File: src/common/mpmc_consts.svh
`ifndef MPMC_CONSTS_SVH
`define MPMC_CONSTS_SVH

// ====================
// Controller sizing
// ====================

// Number of requesting ports and the width of a port tag
`define MPMC_NPORTS 2
`define MPMC_PORT_W 1

// Word address, data word and burst length widths
`define MPMC_ADDR_W 10
`define MPMC_DATA_W 32
`define MPMC_LEN_W 8

// Cycles from a read address at the array to its data on resp
`define MPMC_RD_LATENCY 3

// Response credits per port and the counter width that holds them
`define MPMC_RESP_CREDITS 4
`define MPMC_CRED_W 3

`endif

File: src/common/mpmc_cmd_pkg.sv
// Types that cross the controller boundary on the request and response channels
package mpmc_cmd_pkg;

`include "mpmc_consts.svh"

	// ====================
	// Opcodes
	// ====================

	// One bit is enough while only reads and single-word writes exist
	typedef enum logic [0:0] {
		OP_READ  = 1'b0,
		OP_WRITE = 1'b1
	} mpmc_op_t;

	// ====================
	// Request channel
	// ====================

	// A read asks for burst_len + 1 beats starting at addr
	// A write stores wdata at addr and ignores burst_len
	typedef struct packed {
		logic                      valid;
		mpmc_op_t                  op;
		logic [`MPMC_ADDR_W-1:0]   addr;
		logic [`MPMC_LEN_W-1:0]    burst_len;
		logic [`MPMC_DATA_W-1:0]   wdata;
	} mpmc_req_t;

	// ====================
	// Response channel
	// ====================

	// Shared by all ports, the port field says who owns the beat
	typedef struct packed {
		logic                      valid;
		logic [`MPMC_PORT_W-1:0]   port;
		logic                      last;
		logic [`MPMC_DATA_W-1:0]   data;
	} mpmc_resp_t;

endpackage

File: src/common/mpmc_ctrl_pkg.sv
// Types used only inside the controller
package mpmc_ctrl_pkg;

`include "mpmc_consts.svh"

	// Command sequencer states
	typedef enum logic [2:0] {
		IDLE,
		WRITE,
		READ_DATA0,
		READ_DATA,
		DONE
	} mpmc_state_t;

	// Arbiter output, a copy of the winning slot
	typedef struct packed {
		logic                      valid;
		logic [`MPMC_PORT_W-1:0]   port;
		mpmc_cmd_pkg::mpmc_req_t   cmd;
	} mpmc_grant_t;

	// One access to the storage array, last and port ride along with reads
	typedef struct packed {
		logic                      valid;
		logic                      write;
		logic                      last;
		logic [`MPMC_PORT_W-1:0]   port;
		logic [`MPMC_ADDR_W-1:0]   addr;
		logic [`MPMC_DATA_W-1:0]   wdata;
	} mpmc_mem_cmd_t;

endpackage

File: src/mpmc_engine/mpmc_resp_burst_cnt.sv
`include "mpmc_consts.svh"

// Counts read beats coming back from the array and flags the final one
module mpmc_resp_burst_cnt (
	input  logic                                clk,
	input  mpmc_ctrl_pkg::mpmc_state_t          state,
	input  logic                                valid,
	input  logic [`MPMC_LEN_W-1:0]              burst_len,
	output logic                                burst_done
);

	// Wide enough to reach burst_len + 1 for the longest burst
	logic [`MPMC_LEN_W:0]   burst_cnt;
	// Set while beats of the current burst are still expected
	logic                   on;

	// Cleared whenever the sequencer is idle
	always_ff @(posedge clk) begin
		if (state == mpmc_ctrl_pkg::IDLE) begin
			burst_cnt <= '0;
			on        <= 1'b0;
		end else begin
			// Arm once per read, beats cannot return before this edge
			if (state == mpmc_ctrl_pkg::READ_DATA0)
				on <= 1'b1;
			if (valid && on) begin
				burst_cnt <= burst_cnt + 1'b1;
				// Final beat seen, stop counting
				if (burst_cnt == {1'b0, burst_len})
					on <= 1'b0;
			end
		end
	end

	// High in the cycle the last beat is on the response channel
	assign burst_done = valid && on && (burst_cnt == {1'b0, burst_len});

	// A beat that shows up while the counter is not armed would push the count
	// past burst_len + 1 or come before the burst started
	a_cnt_bound: assert property (@(posedge clk)
		valid |-> on)
		else $error("response beat with no burst armed, count %0d length %0d",
			burst_cnt, burst_len);

endmodule

File: config.mk
export PLATFORM = sky130hd
export DESIGN_NAME = mpmc_resp_burst_cnt
export DESIGN_NICKNAME = d
export VERILOG_FILES = /design/src/common/mpmc_cmd_pkg.sv /design/src/common/mpmc_ctrl_pkg.sv /design/src/mpmc_engine/mpmc_resp_burst_cnt.sv
export VERILOG_INCLUDE_DIRS = /design/src /design/src/common
export SDC_FILE = /design/constraint.sdc
export NUM_CORES = 1
export LEC_CHECK = 0
export ABC_AREA = 0
export ABC_CLOCK_PERIOD_IN_PS = 2400
export BUFFER_PORTS_ARGS = -buffer_cell sky130_fd_sc_hd__buf_2
export CAP_MARGIN = 25
export CORE_ASPECT_RATIO = 0.75
export CORE_UTILIZATION = 26
export DETAILED_ROUTE_END_ITERATION = 8
export PLACE_DENSITY = 0.53
export SETUP_SLACK_MARGIN = 0.02
export SLEW_MARGIN = 20
export SYNTH_ARGS = -nofsm -noshare
export SYNTH_HDL_FRONTEND = slang
export SYNTH_SLANG_ARGS = --single-unit
File: constraint.sdc
create_clock -name clk -period 2.4 [get_ports clk]
set_clock_uncertainty 0.15 [all_clocks]
set_input_delay 0.24 -clock clk [delete_from_list [all_inputs] [get_ports clk]]
set_output_delay 0.24 -clock clk [all_outputs]
set_load 0.03 [all_outputs]
Word level (Yosys, flattened, before mapping)

Cells that the tools add are included.

Add/subtract/negate cells: 1
Reductions and logical operators: 3
Eq/ne operators: 2
Mux-type cells: 3

Operators with widths:

| cell                                                            | count |
|---|---|
| 9-bit by 1-bit adder with 9-bit output, second input constant   | 1 |
| 9-bit by 8-bit == test with 1-bit output                        | 1 |
| 3-bit by 2-bit == test with 1-bit output, second input constant | 1 |
| 3-bit zero test                                                 | 1 |
| 1-bit 2-to-1 mux                                                | 3 |
| 1-bit logical AND                                               | 2 |

Output and inout bits: 1
Word-level logic and storage cells: 11
Bits in registers: 10

Longest topological paths before layout

Gate-level depths: netlist (run 1).

Depth in word-level cells: 4
Mapped depth: 4
Gate-level depth less buffers: 4

Worst setup path after synthesis (run 1)

No wires, ideal clock.

Path kind: flip-flop to output port
From: register on
To: output burst_done
Data arrival time: 1517 ps
Data required time: 2010 ps
Path slack: 493 ps
Stages on the path, launching flop included: 4
Cells stage by stage: dfxtp_1 nand2_1 or3_1 nor3_1

Longest elaborated chain between the ends: 2

RTL lines:

| element                         | line                      | source |
|---|---|---|
| start: declaration              | mpmc_resp_burst_cnt.sv:15 | `logic on;` |
| start signal: assignment        | mpmc_resp_burst_cnt.sv:21 | `on <= 1'b0;` |
| start signal: assignment        | mpmc_resp_burst_cnt.sv:25 | `on <= 1'b1;` |
| start signal: assignment        | mpmc_resp_burst_cnt.sv:30 | `on <= 1'b0;` |
| 1-bit logical AND (2 in series) | mpmc_resp_burst_cnt.sv:36 | `assign burst_done = valid && on && (burst_cnt == {1'b0, burst_len});` |
| end: declaration                | mpmc_resp_burst_cnt.sv:9  | `output logic burst_done` |

Every way passes these cells.

Final worst setup path (run 1)

Ends and elaborated chain as after synthesis.

==> out/qor.yml, run 1 <==
clocking:
  ctsHtreeMaxLevel: 1
  path_clk_slew_ns: 0.06
  cts.path.max_buffers: 2
  cts_resized: 0
  hold_buffers: 0
  cts_tree: "done"
  cts_setup_buffers: 0
  clock_sinks: 10
  clk_latency_ns: 0.26
  numCtsBuffers: 3
  root_buffer: "clkbuf_4"
timing:
  fin_crit_ns: 1.94
  timing.fmax_mhz: 515
  whs_ns: 0.159
  slew_headroom_pct: 83.1
  hold_viol_final: 0
  fin_setup_tns_ns: 0
  maxSlewViolCount: 0
  grt_setup_unrepaired: "no"
  setup_viol: 0
  period_share_pct: 80.9
  worstMarginPinSlew_ns: 0.252
layout:
  drive_gt1_share_pct: 27.8
  area_delta_synth_final_pct: 22.6
  stdcell_count: 101
  layout.nets: 95
  fillers: 197
  insertedDiodeCount: 0
synth:
  synth_area_leaders: "dfxtp_1, xnor2_1, a21oi_1"
  avgSynthCellArea_um2: 8.76
  syn-cell-area_um2: 543
  async_flop_share_pct: 0
  yosysMostFrequentCell: "dfxtp_1"
  syn-num-nets: 76
  seq_area_frac_synth_pct: 36.9
  synth_warnings: 0
  yosysTopAreaCell: "dfxtp_1"
  synth_flop_cell: "dfxtp_1"
  synth.top_cell.area_share_pct: 36.9
  synth_edf_count: 0
  ys_seq_elements: 10
  synth_commonest_cells: "dfxtp_1, a21oi_1, nand3_1, xnor2_1"
  syn_inst: 62
  synth.distinct_cells: 19
critical_path:
  crit_chain: "nand2_1 -> or3_1 -> nor3_1 -> buf_2"
  crit_fanout: 6
  worst-path-buf-inv: 1
  crit_type: "reg -> out"
  slowest_stage: "dfxtp_1"
  max_stage_delay_ns: 0.46
  cpLargestDelayFamily: "simple AND/OR/NAND/NOR gates"
  required_ns: 2.01
  end_kind: "primary output"
  start_kind: "register"
  crit_arrival_ns: 1.55
global_routing:
  grt_use_total_pct: 11.5
  grt_pass1_vias: 405
  grt_pass1_wl_um: 1820
  overflow: 0
  grt_max_degree: 11
  grt_antenna_before_repair: 0
routing:
  vias_per_cell: 5.00
  drtIter0Drc: 26
  drc: 0
  ant_nets: 0
  wl_per_cell_um: 11.3
  vias: 505
  first_pass_iters: 4
  routed_wl_um: 1140
floorplan:
  die_x_um: 54.8
  core.rowCount: 13
  start_util_pct: 29.5
  die-area_mm2: 0.00228
  coreArea_mm2: 0.00184
  die_h_um: 41.6
  ioPinCount: 14
placed_design:
  dp_cells: 98
  place_congestion: 0.801
  port_buffers: 13
  dpl.hpwl_um: 903
power:
  irDropWorstVdd_v: 0.000320
  cellPowerDensity_mw_per_mm2: 692
  power_uw: 460
  power.leakage_nw: 0.242
run:
  drv_cap: 0
worst_hold_path:
  hp-class: "in -> reg"
status:
  status: "finished, final reports clean"
==> metal layers <==
metal	global-route usage [%]	part of all wire, %	wire, um	vias up
met5	0	0	0	-
met4	4.62	1.5	17	0
met3	5.86	6.8	78	2
met2	13.3	41	467	11
met1	17.3	51	580	227
li1	-	-	-	265
==> state kept, by name (all words and copies together), names as in the netlist <==
name       count
burst_cnt      9
on             1
==> placed cells by master (no fill, tap or decap), types with 3 or more instances in the layout <==
cell type	count
or3_2	3
nand3_1	7
xnor2_1	7
a21oi_1	7
nand2_1	4
o21ai_0	4
buf_2	13
dfxtp_1	10
xor2_1	3
clkbuf_4	3
nor2_1	3
==> area by class of cell <==
cell class	count	area (um2)	share of cell area (%)
flip-flops and latches	10	200	30.1
inverters	1	3.75	0.564
well taps	22	27.5	4.14
repair buffers	14	72.6	10.9
multi-input cells	51	339	50.9
clock buffers	3	22.5	3.38
==> per-stage QoR <==
step / utilization (%) / cell area [um2] / setup slack [ns]
floorplan: - / 543 / 0.493
global placement: 35.0 / 643 / 0.772
detailed placement: 35.0 / 643 / 0.735
CTS: 36.2 / 666 / 0.453
global route: 36.2 / 666 / 0.355
finish: 36.2 / 666 / 0.458
==> worst paths after layout <==
kind           startpoint           end  slack (ns)  cells after the start
max                    on    burst_done        0.46                      4
min                 valid  burst_cnt[1]        0.16                      3
max reg2reg  burst_cnt[0]  burst_cnt[6]        0.80                      4
min reg2reg  burst_cnt[8]  burst_cnt[8]        0.33                      2
==> report_power, final <==
part	total, mW	leakage (nW)	internal, mW	switching, mW
logic	0.107	0.147	0.0584	0.0487
registers	0.245	0.0817	0.195	0.0498
clock network	0.109	0.0138	0.0576	0.0511
total	0.460	0.242	0.311	0.150
==> kinds of logic (layout without fill, tap and decap cells) <==
family / after synthesis / count (layout) / share of synthesized area, %
AO/OA/AOI/OAI: 14 / 14 / 14.5
buffers and inverters: 1 / 18 / 0.691
flip-flops: 10 / 10 / 36.9
AND/OR/NAND/NOR: 25 / 25 / 27.4
XOR/XNOR: 10 / 10 / 16.1
adder cells (fa/ha/maj): 1 / 1 / 2.30
multiplexers: 1 / 1 / 2.07
==> tightest hold or removal path, stage by stage <==
cell and delay (ns):
buf_2 0.14, nand3_1 0.09, a21oi_1 0.05
Power figures use the tool's default switching activity.
==> inputs of run 2 (changes only) <==
--- a/config.mk
+++ b/config.mk
@@ -7,7 +7,7 @@
 export NUM_CORES = 1
 export LEC_CHECK = 0
 export ABC_AREA = 0
-export ABC_CLOCK_PERIOD_IN_PS = 2400
+export ABC_CLOCK_PERIOD_IN_PS = 2000
 export BUFFER_PORTS_ARGS = -buffer_cell sky130_fd_sc_hd__buf_2
 export CAP_MARGIN = 25
 export CORE_ASPECT_RATIO = 0.75
==> constraint.sdc (replaced) <==
create_clock -name clk -period 2 [get_ports clk]
set_clock_uncertainty 0.15 [all_clocks]
set_input_delay 0.2 -clock clk [delete_from_list [all_inputs] [get_ports clk]]
set_output_delay 0.2 -clock clk [all_outputs]
set_load 0.03 [all_outputs]
==> out/qor.yml, run 2 (synthesis results as in run 1) <==
layout:
  top_register: "burst_cnt"
  final_common_cell: "buf_2"
  insertedDiodeCount: 0  # unchanged
  largest_register_ffs: 9  # unchanged
  area_delta_synth_final_pct: 22.8
  drive_gt1_share_pct: 29.1  # +1.3 points
  final_cell_mix: "buf_2, dfxtp_1, xnor2_1, nand3_1, a21oi_1"
  layout.nets: 95  # unchanged
  fillers: 202  # +2.5%
  top_regs: "burst_cnt x9, on x1"
critical_path:
  crit_fanout: 4  # -2
  crit_chain: "xor2_1 -> or3_1 -> nor3_1 -> buf_2"
  max_stage_delay_ns: 0.37  # -0.09 ns
  worstRegToRegCells: 4  # unchanged
  reg2reg_from: "burst_cnt[0]"
  r2r-end: "burst_cnt[8]"
  start_kind: "register"
  worst-path-buf-inv: 1  # unchanged
  crit_path_start: "burst_cnt[3]"
  end_kind: "primary output"
  slowest_stage: "or3_1"
  cpLargestDelayFamily: "simple AND/OR/NAND/NOR gates"
  required_ns: 1.65  # -0.36 ns
  crit_arrival_ns: 1.50  # -0.05 ns
  crit_type: "reg -> out"
  r2r_slack_ns: 0.40  # -0.40 ns
timing:
  maxSlewViolCount: 0  # unchanged
  timing.fmax_mhz: 539
  fin_crit_ns: 1.85
  slew_headroom_pct: 83.9  # +0.79 points
  setup_viol: 0  # unchanged
  period_share_pct: 92.7
  grt_setup_unrepaired: "no"
  hold_viol_final: 0  # unchanged
  worstMarginPinSlew_ns: 0.241  # -0.0119 ns
  fin_setup_tns_ns: 0  # unchanged
worst_hold_path:
  min_to: "burst_cnt[1]"
  holdPathStages: 3  # unchanged
  hp-class: "in -> reg"
  min_from: "valid"
power:
  cellPowerDensity_mw_per_mm2: 829  # +20%
  irDropWorstVdd_v: 0.000592  # +85%
  power.leakage_nw: 0.242  # about the same
  combPwrFrac_pct: 23.0  # -0.3 points
  intPower_uw: 373  # +20%
  p_seq_share_pct: 53.0  # about the same
  switching_power_uw: 179  # +20%
  p_sw_share_pct: 32.4  # -0.067 points
  power_uw: 553  # +20%
  clkPwrFrac_pct: 24.0  # +0.4 points
routing:
  vias_per_cell: 4.83  # -3.4%
  ant_nets: 0  # unchanged
  vias: 488  # -3.4%
  wl_per_cell_um: 11.7  # +3.5%
  first_pass_iters: 4  # unchanged
  routed_wl_um: 1180  # +3.5%
  drtIter0Drc: 10  # -62%
  drc: 0  # unchanged
clocking:
  cts_resized: 0  # unchanged
  clock_sinks: 10  # unchanged
  path_clk_slew_ns: 0.06  # about the same
  numCtsBuffers: 3  # unchanged
  root_buffer: "clkbuf_4"
  cts.path.max_buffers: 2  # unchanged
  cts_setup_buffers: 0  # unchanged
  hold_buffers: 0  # unchanged
  clk_latency_ns: 0.26  # about the same
  ctsHtreeMaxLevel: 1  # unchanged
  cts_tree: "done"
placed_design:
  dpl.hpwl_um: 947  # +4.9%
  port_buffers: 13  # unchanged
  place_congestion: 0.747  # -6.7%
floorplan:
  die_x_um: 54.8  # unchanged
  die-area_mm2: 0.00228  # unchanged
  core.rowCount: 13  # unchanged
  coreArea_mm2: 0.00184  # unchanged
  ioPinCount: 14  # unchanged
  start_util_pct: 29.5  # unchanged
  die_h_um: 41.6  # unchanged
global_routing:
  grt_pass1_vias: 415  # +2.5%
  grt_antenna_before_repair: 0  # unchanged
  grt_max_degree: 11  # unchanged
  grt_use_total_pct: 11.7  # +0.13 points
  overflow: 0  # unchanged
  grt_pass1_wl_um: 1840  # +1.2%
run:
  drv_cap: 0  # unchanged
status:
  status: "finished, final reports clean"
==> run 2: worst max-delay path by stage <==
stage,end,cells after the start
5_1_grt,burst_done,4
2_1_floorplan,burst_done,3
3_3_place_gp,burst_cnt[8],4
3_5_place_dp,burst_done,4
6_report,burst_done,4
4_1_cts,burst_done,4
==> run 2: layer usage <==
metal,GRT usage [%],vias up,wire length (um)
met5,0,-,0
met4,3.08,0,0
met3,6.59,0,92
met2,14.0,16,465
met1,17.2,209,626
li1,-,263,-
==> run 2: power groups by stage <==
| stage | clock, mW | sequential (mW) | combinational (mW) |
|---|---|---|---|
| 4_1_cts | 0.140 | 0.294 | 0.128 |
| 5_1_grt | 0.153 | 0.300 | 0.142 |
| 2_1_floorplan | 0 | 0.283 | 0.0963 |
| 3_5_place_dp | 0 | 0.298 | 0.127 |
| 6_report | 0.132 | 0.293 | 0.127 |
| 3_3_place_gp | 0 | 0.302 | 0.131 |
==> run 2: final cells by class <==
class	instances	area [um2]	share of cell area, %
Tap cell	22	27.5	4.13
Inverter	1	3.75	0.563
Clock buffer	3	22.5	3.38
Timing Repair Buffer	14	72.6	10.9
Multi-Input combinational cell	51	339	50.8
Sequential cell	10	201	30.2
==> run 2: per-stage QoR <==
stage | setup WS [ns] | cell area, um2 | util (%) | hold slack [ns] | std cells
finish | 0.145 | 667 | 36.3 | 0.108 | 101
global route | 0.0669 | 667 | 36.3 | 0.115 | 101
CTS | 0.0926 | 666 | 36.2 | 0.101 | 101
detailed placement | 0.378 | 643 | 35.0 | 0.336 | 98
global placement | 0.417 | 643 | 35.0 | 0.323 | 98
floorplan | 0.133 | 543 | - | 0.210 | 62
==> run 2: worst register-to-register path: cells and delay by family (launching register included) <==
kind	cells	cell delay, ns
adders and majority gates	1	0.27
DFF	1	0.44
AOI/OAI and AO/OA	1	0.15
and+or+nand+nor	2	0.52
