===== src/common/mpmc_consts.svh =====
`ifndef MPMC_CONSTS_SVH
`define MPMC_CONSTS_SVH

// ====================
// Controller sizing
// ====================

// Number of requesting ports and the width of a port tag
`define MPMC_NPORTS 2
`define MPMC_PORT_W 1

// Word address, data word and burst length widths
`define MPMC_ADDR_W 10
`define MPMC_DATA_W 32
`define MPMC_LEN_W 8

// Cycles from a read address at the array to its data on resp
`define MPMC_RD_LATENCY 3

// Response credits per port and the counter width that holds them
`define MPMC_RESP_CREDITS 4
`define MPMC_CRED_W 3

`endif


===== src/common/mpmc_cmd_pkg.sv =====
// Types that cross the controller boundary on the request and response channels
package mpmc_cmd_pkg;

`include "mpmc_consts.svh"

	// ====================
	// Opcodes
	// ====================

	// One bit is enough while only reads and single-word writes exist
	typedef enum logic [0:0] {
		OP_READ  = 1'b0,
		OP_WRITE = 1'b1
	} mpmc_op_t;

	// ====================
	// Request channel
	// ====================

	// A read asks for burst_len + 1 beats starting at addr
	// A write stores wdata at addr and ignores burst_len
	typedef struct packed {
		logic                      valid;
		mpmc_op_t                  op;
		logic [`MPMC_ADDR_W-1:0]   addr;
		logic [`MPMC_LEN_W-1:0]    burst_len;
		logic [`MPMC_DATA_W-1:0]   wdata;
	} mpmc_req_t;

	// ====================
	// Response channel
	// ====================

	// Shared by all ports, the port field says who owns the beat
	typedef struct packed {
		logic                      valid;
		logic [`MPMC_PORT_W-1:0]   port;
		logic                      last;
		logic [`MPMC_DATA_W-1:0]   data;
	} mpmc_resp_t;

endpackage


===== src/common/mpmc_ctrl_pkg.sv =====
// Types used only inside the controller
package mpmc_ctrl_pkg;

`include "mpmc_consts.svh"

	// Command sequencer states
	typedef enum logic [2:0] {
		IDLE,
		WRITE,
		READ_DATA0,
		READ_DATA,
		DONE
	} mpmc_state_t;

	// Arbiter output, a copy of the winning slot
	typedef struct packed {
		logic                      valid;
		logic [`MPMC_PORT_W-1:0]   port;
		mpmc_cmd_pkg::mpmc_req_t   cmd;
	} mpmc_grant_t;

	// One access to the storage array, last and port ride along with reads
	typedef struct packed {
		logic                      valid;
		logic                      write;
		logic                      last;
		logic [`MPMC_PORT_W-1:0]   port;
		logic [`MPMC_ADDR_W-1:0]   addr;
		logic [`MPMC_DATA_W-1:0]   wdata;
	} mpmc_mem_cmd_t;

endpackage


===== src/mpmc_engine/mpmc_state_machine.sv =====
`include "mpmc_consts.svh"

// Sequences one command at a time and issues read beats under response credit
module mpmc_state_machine (
	input  logic                                clk,
	input  logic                                rst,
	input  mpmc_ctrl_pkg::mpmc_grant_t          grant,
	output logic                                take,
	input  logic [`MPMC_NPORTS-1:0]             resp_credit,
	input  logic                                burst_done,
	output mpmc_ctrl_pkg::mpmc_state_t          state,
	output logic [`MPMC_LEN_W-1:0]              burst_len,
	output mpmc_ctrl_pkg::mpmc_mem_cmd_t        mem_cmd
);

	// ====================
	// Command context
	// ====================

	logic [`MPMC_PORT_W-1:0]    cur_port;
	logic [`MPMC_ADDR_W-1:0]    cur_addr;
	logic [`MPMC_DATA_W-1:0]    cur_wdata;
	// One bit wider than burst_len so a 256 beat burst still fits
	logic [`MPMC_LEN_W:0]       issue_left;

	// Response credits held per port
	logic [`MPMC_CRED_W-1:0]    cred [`MPMC_NPORTS];
	logic [`MPMC_NPORTS-1:0]    issue_hit;
	logic                       read_phase;
	logic                       issue;

	// The sequencer only accepts work when idle
	assign take = (state == mpmc_ctrl_pkg::IDLE) && grant.valid;

	// Beats go out in both read states as long as addresses remain and credit exists
	assign read_phase = (state == mpmc_ctrl_pkg::READ_DATA0) ||
		(state == mpmc_ctrl_pkg::READ_DATA);
	assign issue = read_phase && (issue_left != '0) && (cred[cur_port] != '0);

	always_comb begin
		for (int p = 0; p < `MPMC_NPORTS; p++)
			issue_hit[p] = issue && (cur_port == `MPMC_PORT_W'(p));
	end

	// ====================
	// Sequencer
	// ====================

	always_ff @(posedge clk) begin
		if (rst) begin
			state      <= mpmc_ctrl_pkg::IDLE;
			issue_left <= '0;
		end else begin
			case (state)
				mpmc_ctrl_pkg::IDLE:
					if (take) begin
						if (grant.cmd.op == mpmc_cmd_pkg::OP_WRITE)
							state <= mpmc_ctrl_pkg::WRITE;
						else
							state <= mpmc_ctrl_pkg::READ_DATA0;
						issue_left <= {1'b0, grant.cmd.burst_len} + 1'b1;
					end
				// The array commits the word at the end of this cycle
				mpmc_ctrl_pkg::WRITE:
					state <= mpmc_ctrl_pkg::IDLE;
				mpmc_ctrl_pkg::READ_DATA0:
					state <= mpmc_ctrl_pkg::READ_DATA;
				// Stay until the last beat has come back from the array
				mpmc_ctrl_pkg::READ_DATA:
					if (burst_done)
						state <= mpmc_ctrl_pkg::DONE;
				default:
					state <= mpmc_ctrl_pkg::IDLE;
			endcase
			if (issue)
				issue_left <= issue_left - 1'b1;
		end
	end

	// Command context is captured when the grant is taken
	always_ff @(posedge clk) begin
		if (take) begin
			cur_port  <= grant.port;
			cur_addr  <= grant.cmd.addr;
			cur_wdata <= grant.cmd.wdata;
			burst_len <= grant.cmd.burst_len;
		end else if (issue) begin
			// Wraps at the top of the address space by width
			cur_addr <= cur_addr + 1'b1;
		end
	end

	// Issue spends a credit and a pulse from the port gives one back
	always_ff @(posedge clk) begin
		for (int p = 0; p < `MPMC_NPORTS; p++) begin
			if (rst)
				cred[p] <= `MPMC_CRED_W'(`MPMC_RESP_CREDITS);
			else if (issue_hit[p] && !resp_credit[p])
				cred[p] <= cred[p] - 1'b1;
			else if (!issue_hit[p] && resp_credit[p])
				cred[p] <= cred[p] + 1'b1;
		end
	end

	// ====================
	// Array command
	// ====================

	assign mem_cmd.valid = issue || (state == mpmc_ctrl_pkg::WRITE);
	assign mem_cmd.write = (state == mpmc_ctrl_pkg::WRITE);
	assign mem_cmd.last  = issue && (issue_left == 1);
	assign mem_cmd.port  = cur_port;
	assign mem_cmd.addr  = cur_addr;
	assign mem_cmd.wdata = cur_wdata;

	// A beat issued without credit would wrap an empty counter instead of leaving it at zero
	// A port returning more credits than beats it was sent would break the upper bound
	for (genvar p = 0; p < `MPMC_NPORTS; p++) begin : g_cred_chk
		a_read_has_credit: assert property (@(posedge clk) disable iff (rst)
			(cred[p] == '0 && !resp_credit[p]) |=> (cred[p] == '0))
			else $error("read beat issued to port %0d without credit", p);
		a_cred_max: assert property (@(posedge clk) disable iff (rst)
			cred[p] <= `MPMC_CRED_W'(`MPMC_RESP_CREDITS))
			else $error("port %0d credit counter overflowed", p);
	end

endmodule


===== config.mk =====
export PLATFORM = sky130hd
export DESIGN_NAME = mpmc_state_machine
export DESIGN_NICKNAME = d
export VERILOG_FILES = /design/src/common/mpmc_cmd_pkg.sv /design/src/common/mpmc_ctrl_pkg.sv /design/src/mpmc_engine/mpmc_state_machine.sv
export VERILOG_INCLUDE_DIRS = /design/src /design/src/common
export SDC_FILE = /design/constraint.sdc
export NUM_CORES = 1
export LEC_CHECK = 0
export BUFFER_PORTS_ARGS = -buffer_cell sky130_fd_sc_hd__clkbuf_2
export CAP_MARGIN = 20
export CORE_MARGIN = 2
export CORE_UTILIZATION = 40
export DETAILED_ROUTE_END_ITERATION = 6
export GPL_TIMING_DRIVEN = 0
export PLACE_DENSITY = 0.78
export SYNTH_ARGS = -nofsm -noshare
export SYNTH_HDL_FRONTEND = slang
export SYNTH_SLANG_ARGS = --single-unit
export TNS_END_PERCENT = 1

===== constraint.sdc =====
create_clock -name clk -period 3.3 [get_ports clk]
set_clock_uncertainty 0.15 [all_clocks]
set_input_delay 0.66 -clock clk [delete_from_list [all_inputs] [get_ports clk]]
set_output_delay 0.66 -clock clk [all_outputs]
set_load 0.02 [all_outputs]

# Word level (Yosys, flattened, before mapping)

Memory sizes are Yosys's and may differ from the RTL's. A register that Yosys moved wholly into a read port is not among the register bits.
Cells that the tools add are included.

Logic and storage cells: 78
Register bits: 63
Input port bits: 59
Bits in writable memories: 6
Output and inout port bits: 58
Memories: 1

Reductions and logical operators: 23
Bitwise operators: 5
Mux-type cells: 30
Eq/ne operators: 6
$add $sub $neg: 7

Memory list:

| memory | depth | bits a word | rd ports | clocked after Yosys merged registers in | wr ports | line                     | text |
|---|---|---|---|---|---|---|---|
| cred   | 2     | 3           | 3        | 1                                       | 2        | mpmc_state_machine.sv:27 | `` logic [`MPMC_CRED_W-1:0] cred [`MPMC_NPORTS]; `` |

Operators with widths:

| kind                                                                   | count |
|---|---|
| 9-bit two-way mux                                                      | 3 |
| 10-bit two-way mux                                                     | 2 |
| 3-bit two-way mux                                                      | 6 |
| 1-bit two-way mux                                                      | 17 |
| 10-bit by 1-bit adder with 10-bit output (second input constant)       | 1 |
| 1-bit logical AND                                                      | 10 |
| 8-bit by 1-bit adder with 9-bit output (second input constant)         | 1 |
| 9-bit by 1-bit equality test with 1-bit output (second input constant) | 1 |
| 3-bit one-hot mux with 3 select lines                                  | 1 |
| 9-bit nonzero test                                                     | 1 |
| 9-bit by 1-bit subtractor with 9-bit output (second input constant)    | 1 |
| 3-bit by 1-bit adder with 3-bit output (second input constant)         | 2 |
| 3-bit by 2-bit equality test with 1-bit output (second input constant) | 2 |
| 3-bit by 1-bit subtractor with 3-bit output (second input constant)    | 2 |
| 1-bit zero test                                                        | 4 |
| 2-bit inequality test (second input constant)                          | 2 |
| 1-bit OR                                                               | 4 |
| 2-bit AND reduction                                                    | 2 |
| 2-bit nonzero test                                                     | 2 |
| 3-bit by 1-bit equality test with 1-bit output (second input constant) | 1 |
| 3-bit zero test                                                        | 1 |
| 3-bit nonzero test                                                     | 1 |
| 1-bit logical OR                                                       | 2 |
| 2-bit two-way mux                                                      | 1 |
| 1-bit NOT                                                              | 1 |

# Longest topological paths before layout

Gate-level depths: netlist of run 1.

Depth in word-level cells: 12
Mapped depth: 12
Mapped depth without buffers: 11

# Least setup slack after synthesis of run 1

OpenSTA, ideal clock, no wires.

Path kind: reg-to-reg
Start: register issue_left[0]
End: memory cred[1][2] in the netlist's numbering, data pin
Cell stages (with the launch flop): 13
Buffers on the path: 1
Data arrival time: 2517 ps
Setup time: 280 ps
Required time: 2870 ps
Period minus slack after synthesis: 2947 ps
Slack: 353 ps
Cells stage by stage: dfxtp_1 -> inv_1 -> ha_1 -> nor4b_1 -> and2_1 -> buf_2 -> o31ai_1 -> or2_2 -> fa_1 -> xnor2_1 -> nand3b_1 -> a31oi_1 -> a41oi_1

RTL lines:

| what                   | line                     | text |
|---|---|---|
| start, declared        | mpmc_state_machine.sv:24 | `` logic [`MPMC_LEN_W:0] issue_left; `` |
| start signal, assigned | mpmc_state_machine.sv:61 | `issue_left <= {1'b0, grant.cmd.burst_len} + 1'b1;` |
| start signal, assigned | mpmc_state_machine.sv:76 | `issue_left <= issue_left - 1'b1;` |
| end, declared          | mpmc_state_machine.sv:27 |  |

# Worst setup path in the final report of run 1

Start: register state[2]
End: output take

Word-level cells in the longest chain between the ends: 2

Ends and longest elaborated chain:

| what                   | line                     | text |
|---|---|---|
| start, declared        | mpmc_state_machine.sv:11 | `output mpmc_ctrl_pkg::mpmc_state_t state,` |
| start signal, assigned | mpmc_state_machine.sv:51 | `state <= mpmc_ctrl_pkg::IDLE;` |
| start signal, assigned | mpmc_state_machine.sv:58 | `state <= mpmc_ctrl_pkg::WRITE;` |
| start signal, assigned | mpmc_state_machine.sv:60 | `state <= mpmc_ctrl_pkg::READ_DATA0;` |
| 3-bit zero test        | mpmc_state_machine.sv:33 | `assign take = (state == mpmc_ctrl_pkg::IDLE) && grant.valid;` |
| 1-bit logical AND      | mpmc_state_machine.sv:33 |  |
| end, declared          | mpmc_state_machine.sv:8  | `output logic take,` |

Every way passes these cells.

==> reports/metrics.csv, run 1 <==
stage,metric,value,unit
outcome,outcome,finished clean,
sta,slew_viol_final,0,
sta,finalHoldViolations,0,
sta,setup_viol,0,
sta,fin_ws,0.118,ns
sta,slew_headroom,52.0,%
routing,routed_wl,7850,microns
logic_synthesis,syn-cell-area,3150,sq um
sta,rsz0062_at_grt,yes,
clock_network,tritoncts,built,
logic_synthesis,synth-seq-cells,70,
floorplanning,pin_count,117,
floorplanning,fp.dieW,92.7,microns
routing,detail_route.vias_per_cell,5.39,
pwr,cellPowerDensity,546,nW/um^2
logic_synthesis,synthCells,255,
placed_design,io_buffers,115,
final_layout,drive_gt1_share,38.0,%
critical_path,crit_required,2.49,ns
floorplanning,core,7690,sq um
critical_path,path_max_fanout,51,
sta,fmax,0.314,GHz
final_layout,nets,449,
clock_network,clk_latency,0.35,ns
sta,fin_tns_setup,0,ns
logic_synthesis,synth_ff_type,edfxtp_1,
clock_network,clkTransAtPathRegs,0.08,ns
clock_network,cts_resized,5,
placed_design,dp_slack,-0.371,ns
logic_synthesis,yosys_warnings,0,
clock_network,numClockSinks,70,
global_routing,grt_pass1_vias,2530,
logic_synthesis,ys_seq_area_share,62.6,%
logic_synthesis,syn_nets,322,
final_layout,final_cell_mix,"clkbuf_2 (115), edfxtp_1 (57), nand2_1 (22)",
global_routing,gr-usage-all-layers,18.4,%
critical_path,end_kind,output pin,
routing,drtAntennaViolNets,0,
routing,dr.pass1.iters,5,
sta,fin_crit_sh,96.4,%
clock_network,clock_path_buffers,2,
sta,finalCriticalPeriod,3.18,ns
floorplanning,die_h,92.7,microns
logic_synthesis,async_flop_share,0,%
global_routing,gr-total-overflow,0,
critical_path,crit_path_frequent_cell,buf_2,
critical_path,r2r_slack,0.16,ns
routing,vias,2635,
sta,worst_pin_slew,0.714,ns
global_routing,grt_pass1_wl,12100,microns
floorplanning,die_area,8600,sq um
clock_network,htreeDepth,3,
clock_network,cts_root_buffer,clkbuf_8,
routing,wire_per_inst,16.0,microns
placed_design,hpwl,5740,microns
floorplanning,num_rows,32,
global_routing,antenna_found_initial,0,
global_routing,grt_max_degree,52,
critical_path,crit_chain,buf_2 > or4b_1 > inv_1 > buf_2 > buf_12 > clkbuf_2,
logic_synthesis,synth-edff-count,57,
run,max_cap_viol_count,0,
pwr,peakVddDrop,199,uV
routing,drt_iter0_markers,108,
final_layout,final_common_cell,clkbuf_2,
critical_path,max_stage_delay,0.66,ns
final_layout,fillers,682,
floorplanning,initial_core_util,41.0,%
critical_path,critPathLaunchType,flop,
critical_path,critPathArrivalTime,2.37,ns
hold_path,hold_path.class,input port to flop,
logic_synthesis,ys_types,52,
critical_path,cp_slowest_cell,or4b_1,
placed_design,gp_congestion,0.874,
final_layout,antenna_cells,0,
logic_synthesis,avgSynthCellArea,12.4,sq um
clock_network,cts_setup_buffers,0,
routing,drcViolationCount,0,
final_layout,area_growth,30.5,%
pwr,leakage,1.64,nW
clock_network,cts-hold-fix-buffers,0,
critical_path,path_class,flop to output pin,
clock_network,cts_made_buffers,9,
per-layer routing:
| layer | wire length [microns] | global-route usage, % |
|---|---|---|
| met4 | 128 | 7.72 |
| met2 | 3880 | 31.4 |
| met1 | 3110 | 21.0 |
| met3 | 724 | 6.51 |
| met5 | 0 | 0 |
state kept, by name, indices dropped and copies added, names as in the netlist, named ones only:
signal      count
cur_port        1
cur_addr       10
burst_len       8
issue_left      9
cur_wdata      32
state           3
cred            6
through the flow:
stage	cell area, sq um	utilization, %	total power, W	hold slack (ns)	cells
2_1_floorplan	3150	-	0.00144	0.351	255
3_3_place_gp	3850	50.1	0.00160	0.343	472
3_5_place_dp	3860	50.2	0.00162	0.357	473
4_1_cts	4060	52.8	0.00224	0.315	489
5_1_grt	4110	53.5	0.00235	0.304	489
6_report	4110	53.5	0.00224	0.327	489
power by group:
part           switching (W)  internal, W
Sequential         0.0000781      0.00106
Clock               0.000338     0.000273
Combinational       0.000307     0.000183
critical path: cells and delay by family, from the launching register on:
kind                   cells  cell delay (ns)
buffers and inverters      5             1.04
AND/OR/NAND/NOR            1             0.66
flip-flops                 1             0.31
synthesized netlist by cell type (all sizes together) (3+ instances only):
cell type  number  area (sq um)
nand3          13          65.1
clkbuf          5          18.8
xnor2           9          78.8
ha              7          87.6
dfxtp          13           260
a31oi           5          31.3
or4             5          41.3
nand3b          4          30.0
buf             6          32.5
inv            11          41.3
a211oi          3          22.5
xor2            3          26.3
nor4b           3          32.5
o31ai           3          22.5
o211ai          4          30.0
a21oi           7          35.0
nor2           13          48.8
a41oi           3          26.3
nand4           3          18.8
o21a            3          22.5
edfxtp         57          1710
nor4            4          31.3
nor3           10          50.1
o21ai          12          60.1
nand2          22          82.6
cell families (layout without fill, tap and decap cells):
| logic type | after synthesis | after routing | synth area share (%) |
|---|---|---|---|
| AOI/OAI and AO/OA | 54 | 54 | 12.1 |
| buffers and inverters | 22 | 154 | 2.94 |
| and+or+nand+nor | 89 | 89 | 15.6 |
| DFF | 70 | 70 | 62.6 |
| adders and majority gates | 8 | 8 | 3.42 |
| xor gates and xnor gates | 12 | 12 | 3.34 |
path summary, 6_finish.rpt:
kind / cells after the start / startpoint / endpoint
worst max-delay path: 6 / state[2] / take
worst min register to register: 2 / state[0] / state[2]
worst min-delay path: 1 / grant[27] / cur_wdata[27]
worst max register to register: 12 / issue_left[0] / cred[1][2]
final cells by class:
type / count / area (sq um) / share of cell area, %
buffer: 11 / 66.3 / 1.61
clock buffer: 9 / 124 / 3.01
clock inverter: 7 / 48.8 / 1.19
inverter: 11 / 41.3 / 1.00
multi-input combinational: 163 / 1150 / 27.9
sequential: 70 / 1970 / 48.0
tap: 102 / 128 / 3.11
timing repair buffer: 116 / 583 / 14.2
Note: power is estimated with default switching activity, not from simulation.
==> inputs of run 2 (changes only) <==
--- a/config.mk
+++ b/config.mk
@@ -9,10 +9,10 @@
 export BUFFER_PORTS_ARGS = -buffer_cell sky130_fd_sc_hd__clkbuf_2
 export CAP_MARGIN = 20
 export CORE_MARGIN = 2
-export CORE_UTILIZATION = 40
+export CORE_UTILIZATION = 30
 export DETAILED_ROUTE_END_ITERATION = 6
 export GPL_TIMING_DRIVEN = 0
-export PLACE_DENSITY = 0.78
+export PLACE_DENSITY = 0.64
 export SYNTH_ARGS = -nofsm -noshare
 export SYNTH_HDL_FRONTEND = slang
 export SYNTH_SLANG_ARGS = --single-unit
==> run 2 against run 1 <==
  * Largest cell class unchanged
  * Sequential power is essentially flat
  * Via count fell by 2.5%
  * Utilization is 13 points lower
  * Global-route usage decreased by 4.2 points
  * Clock-buffer cell count is 1 higher
  * Critical path type unchanged
  * Clock power up 11%
  * Wire length is 0.83% higher
  * Power is 3.2% higher
  * Critical path depth is the same
==> reports/metrics.csv, run 2 (synthesis gave the netlist of run 1 again) <==
stage,metric,value,unit
outcome,outcome,finished clean,
hold_path,hold_path.class,input port to flop,
clock_network,htreeDepth,3,
critical_path,max_stage_delay,0.60,ns
routing,drcViolationCount,0,
critical_path,critPathLaunchType,flop,
pwr,leakage,1.66,nW
sta,fin_crit_sh,94.0,%
clock_network,clkTransAtPathRegs,0.08,ns
routing,drt_iter0_markers,138,
critical_path,crit_chain,buf_2 > or4b_4 > inv_1 > buf_2 > buf_12 > clkbuf_2,
clock_network,clk_latency,0.35,ns
floorplanning,core,10300,sq um
sta,setup_viol,0,
critical_path,crit_path_frequent_cell,buf_2,
routing,drtAntennaViolNets,0,
placed_design,dp_slack,-0.402,ns
sta,fmax,0.322,GHz
global_routing,grt_pass1_vias,2579,
critical_path,cp_slowest_cell,or4b_4,
sta,slew_viol_final,0,
sta,slew_headroom,47.8,%
critical_path,critPathArrivalTime,2.29,ns
sta,fin_ws,0.199,ns
floorplanning,fp.dieW,106,microns
floorplanning,die_h,106,microns
critical_path,worst-path-buf-inv,5,
pwr,peakVddDrop,219,uV
sta,finalHoldViolations,0,
global_routing,antenna_found_initial,0,
sta,finalCriticalPeriod,3.10,ns
final_layout,largest_reg_flops,32,
final_layout,drive_gt1_share,38.2,%
critical_path,path_class,flop to output pin,
placed_design,io_buffers,115,
final_layout,final_cell_mix,"clkbuf_2 (115), edfxtp_1 (57), nand2_1 (22)",
clock_network,numClockSinks,70,
final_layout,antenna_cells,0,
placed_design,gp_congestion,0.823,
routing,dr.pass1.iters,4,
global_routing,grt_pass1_wl,12500,microns
critical_path,cp_top_family,buffers and inverters,
critical_path,r2r_slack,0.20,ns
final_layout,final_common_cell,clkbuf_2,
sta,worst_pin_slew,0.775,ns
final_layout,nets,449,
pwr,total_power,0.00232,W
clock_network,cts-hold-fix-buffers,0,
final_layout,top_regs,"cur_wdata x32, cur_addr x10, issue_left x9",
floorplanning,num_rows,37,
critical_path,path_max_fanout,51,
global_routing,gr-total-overflow,0,
floorplanning,die_area,11300,sq um
critical_path,crit_required,2.49,ns
placed_design,hpwl,5790,microns
routing,vias,2569,
routing,detail_route.vias_per_cell,4.91,
global_routing,grt_max_degree,52,
floorplanning,pin_count,117,
clock_network,cts_made_buffers,9,
clock_network,clock_path_buffers,2,
pwr,cellPowerDensity,553,nW/um^2
clock_network,tritoncts,built,
sta,rsz0062_at_grt,no,
clock_network,cts_setup_buffers,0,
clock_network,cts_root_buffer,clkbuf_8,
critical_path,end_kind,output pin,
global_routing,gr-usage-all-layers,14.3,%
run,max_cap_viol_count,0,
routing,wire_per_inst,15.1,microns
final_layout,largest-register,cur_wdata,
floorplanning,initial_core_util,30.6,%
final_layout,area_growth,32.9,%
routing,routed_wl,7910,microns
## run 2: timing repair
| action | in CTS | in global routing |
|---|---|---|
| pin swaps | 0 | 0 |
| setup endpoints to repair | 2 | 3 |
| gates resized for setup | 5 | 11 |
## run 2: cell type report
cell class / instances / area, sq um
buffer: 11 / 68.8
clock buffer: 10 / 128
clock inverter: 6 / 62.6
fill: 1002 / 6090
inverter: 11 / 41.3
multi-input combinational: 163 / 1160
sequential: 70 / 1970
tap: 136 / 170
timing repair buffer: 116 / 583
## run 2: report_power, final
group	internal [W]	leakage [nW]	total (W)	switching [W]
Clock	0.000346	0.0899	0.000678	0.000332
Sequential	0.00106	0.656	0.00114	0.0000770
Combinational	0.000189	0.916	0.000496	0.000307
## run 2: final timing paths
path | depth (start not counted) | endpoint | start
worst min register to register | 2 | state[2] | state[0]
worst max-delay path | 6 | take | state[2]
worst max register to register | 10 | cred[1][2] | cred[1][0]
worst min-delay path | 1 | cur_wdata[1] | grant[1]
## run 2: routing by layer
layer	wire (microns)	part of all wire, %	global-route usage, %
met3	631	8.0	3.80
met5	0	0	0
met1	3320	42	16.9
met4	137	1.7	7.24
met2	3820	48	23.9
## run 2: stage by stage
step,area (sq um),instances,util (%),hold WS (ns),TNS [ns]
2_1_floorplan,3150,255,-,0.351,0
3_3_place_gp,3890,506,37.9,0.346,-0.362
3_5_place_dp,3900,507,38.0,0.356,-0.443
4_1_cts,4120,523,40.0,0.317,0
5_1_grt,4180,523,40.7,0.319,0
6_report,4180,523,40.7,0.333,0
==> inputs of run 3 (changes only) <==
--- a/config.mk
+++ b/config.mk
@@ -13,6 +13,7 @@
 export DETAILED_ROUTE_END_ITERATION = 6
 export GPL_TIMING_DRIVEN = 0
 export PLACE_DENSITY = 0.64
+export REMOVE_ABC_BUFFERS = 1
 export SYNTH_ARGS = -nofsm -noshare
 export SYNTH_HDL_FRONTEND = slang
 export SYNTH_SLANG_ARGS = --single-unit
==> run 3 against run 2 <==
  * Via count down 5.6%
  * Design area down 1.6%
  * Critical endpoint unchanged
  * Largest cell class unchanged
  * Register-to-register slack better by 0.06 ns
  * Non-clock buffer count down 9
  * Global-route usage down 1.8 points
==> reports/metrics.csv, run 3 (synthesis gave the netlist of run 1 again) <==
stage,metric,value,unit
final_layout,nets,440,
global_routing,gr-total-overflow,0,
final_layout,area_growth,30.8,%
routing,top_layer,met4,
sta,slew_viol_final,0,
critical_path,end_kind,output pin,
floorplanning,die_h,106,microns
critical_path,critPathLaunchType,flop,
critical_path,crit_chain,or4b_1 > inv_4 > clkbuf_2,
global_routing,grt_pass1_wl,11000,microns
routing,drt_iter0_markers,141,
final_layout,largest_reg_flops,32,
routing,vias,2425,
routing,routed_wl,7060,microns
critical_path,max_stage_delay,0.85,ns
clock_network,cts_made_buffers,9,
floorplanning,num_rows,37,
sta,finalCriticalPeriod,3.07,ns
sta,finalHoldViolations,0,
placed_design,gp_congestion,0.716,
routing,drt-met1-wl,3340,microns
routing,wire_per_inst,13.7,microns
sta,holdWs,0.339,ns
final_layout,top_regs,"cur_wdata x32, cur_addr x10, issue_left x9",
global_routing,gr-usage-all-layers,12.5,%
final_layout,final_common_cell,clkbuf_2,
floorplanning,fp.dieW,106,microns
global_routing,antenna_found_initial,0,
clock_network,clock_path_buffers,2,
placed_design,hpwl,5120,microns
critical_path,path_max_fanout,35,
clock_network,numClockSinks,70,
floorplanning,pin_count,117,
sta,worst_pin_slew,0.828,ns
sta,fmax,0.325,GHz
routing,met2WireLength,3100,microns
global_routing,grt_pass1_vias,2202,
final_layout,largest-register,cur_wdata,
routing,detail_route.vias_per_cell,4.72,
clock_network,cts-hold-fix-buffers,0,
placed_design,dp_cells,498,
floorplanning,initial_core_util,30.6,%
routing,drtAntennaViolNets,0,
clock_network,clkTransAtPathRegs,0.08,ns
routing,dr_wl_met3,497,microns
clock_network,tritoncts,built,
floorplanning,die_area,11300,sq um
routing,drcViolationCount,0,
final_layout,antenna_cells,0,
placed_design,io_buffers,115,
final_layout,final_cells,514,
global_routing,grt_max_degree,37,
pwr,cellPowerDensity,573,nW/um^2
sta,rsz0062_at_grt,no,
pwr,total_power,0.00236,W
routing,dr.pass1.iters,4,
critical_path,critPathArrivalTime,2.26,ns
final_layout,drive_gt1_share,38.4,%
pwr,leakage,1.63,nW
clock_network,htreeDepth,3,
run,max_cap_viol_count,0,
critical_path,path_class,flop to output pin,
sta,slew_headroom,44.7,%
clock_network,cts_setup_buffers,0,
floorplanning,core,10300,sq um
critical_path,cp_slowest_cell,or4b_1,
clock_network,cts_root_buffer,clkbuf_8,
sta,fin_crit_sh,93.2,%
pwr,peakVddDrop,286,uV
critical_path,crit_required,2.49,ns
outcome,outcome,finished clean,
sta,setup_viol,0,
hold_path,hold_path.class,input port to flop,
sta,fin_tns_setup,0,ns
final_layout,final_cell_mix,"clkbuf_2 (115), edfxtp_1 (57), nand2_1 (22)",
clock_network,clk_latency,0.34,ns
## run 3: cell types whose count changed in the layout (fill, tap and decap cells not counted), moves of 2 or more
cell      delta
nor4b_2      +2
nor4_2       +2
nor4_4       -2
clkbuf_1     -6
nor4b_4      -3
buf_2        -3
## run 3: what timing repair did
| action | CTS | global route |
|---|---|---|
| gates cloned | 0 | 0 |
| resized for setup | 4 | 1 |
| endpoints found under the setup margin | 2 | 1 |
## run 3: critical path, delay by kind of cell (launching register included)
family | cells | cell delay, ns
buf+inv | 2 | 0.66
simple gates | 1 | 0.85
flops | 1 | 0.39
## run 3: cell type report
type / count / area [sq um]
Clock buffer: 9 / 124
Clock inverter: 7 / 97.6
Fill cell: 1028 / 6160
Inverter: 11 / 43.8
Multi-Input combinational cell: 163 / 1100
Sequential cell: 70 / 1970
Tap cell: 136 / 170
Timing Repair Buffer: 118 / 611
## run 3: per-stage QoR
stage	setup WS (ns)	util, %	instance area (sq um)
2_1_floorplan	-0.101	-	3100
3_3_place_gp	-1.22	37.4	3840
3_5_place_dp	-0.138	37.7	3880
4_1_cts	0.170	40.1	4120
5_1_grt	0.0426	40.1	4120
6_report	0.225	40.1	4120
## run 3: routing by layer
layer | vias up | global-route usage (%)
met5 | - | 0
met1 | 1113 | 17.2
met3 | 9 | 3.07
met4 | 0 | 5.84
met2 | 89 | 18.6
li1 | 1214 | -
## run 3: report_power, final
group | internal (W) | switching (W) | total [W]
sequential | 0.00106 | 0.0000663 | 0.00113
combinational | 0.000172 | 0.000294 | 0.000466
clock | 0.000428 | 0.000338 | 0.000766
total | 0.00166 | 0.000698 | 0.00236
## run 3: path summary, 6_finish.rpt
| check | startpoint | depth (start not counted) | slack, ns | end |
|---|---|---|---|---|
| setup / recovery | state[2] | 3 | 0.23 | take |
| hold / removal | grant[30] | 1 | 0.34 | cur_wdata[30] |
| hold reg to reg | state[0] | 2 | 0.36 | state[2] |
| setup reg to reg | cred[1][0] | 9 | 0.26 | cred[1][2] |
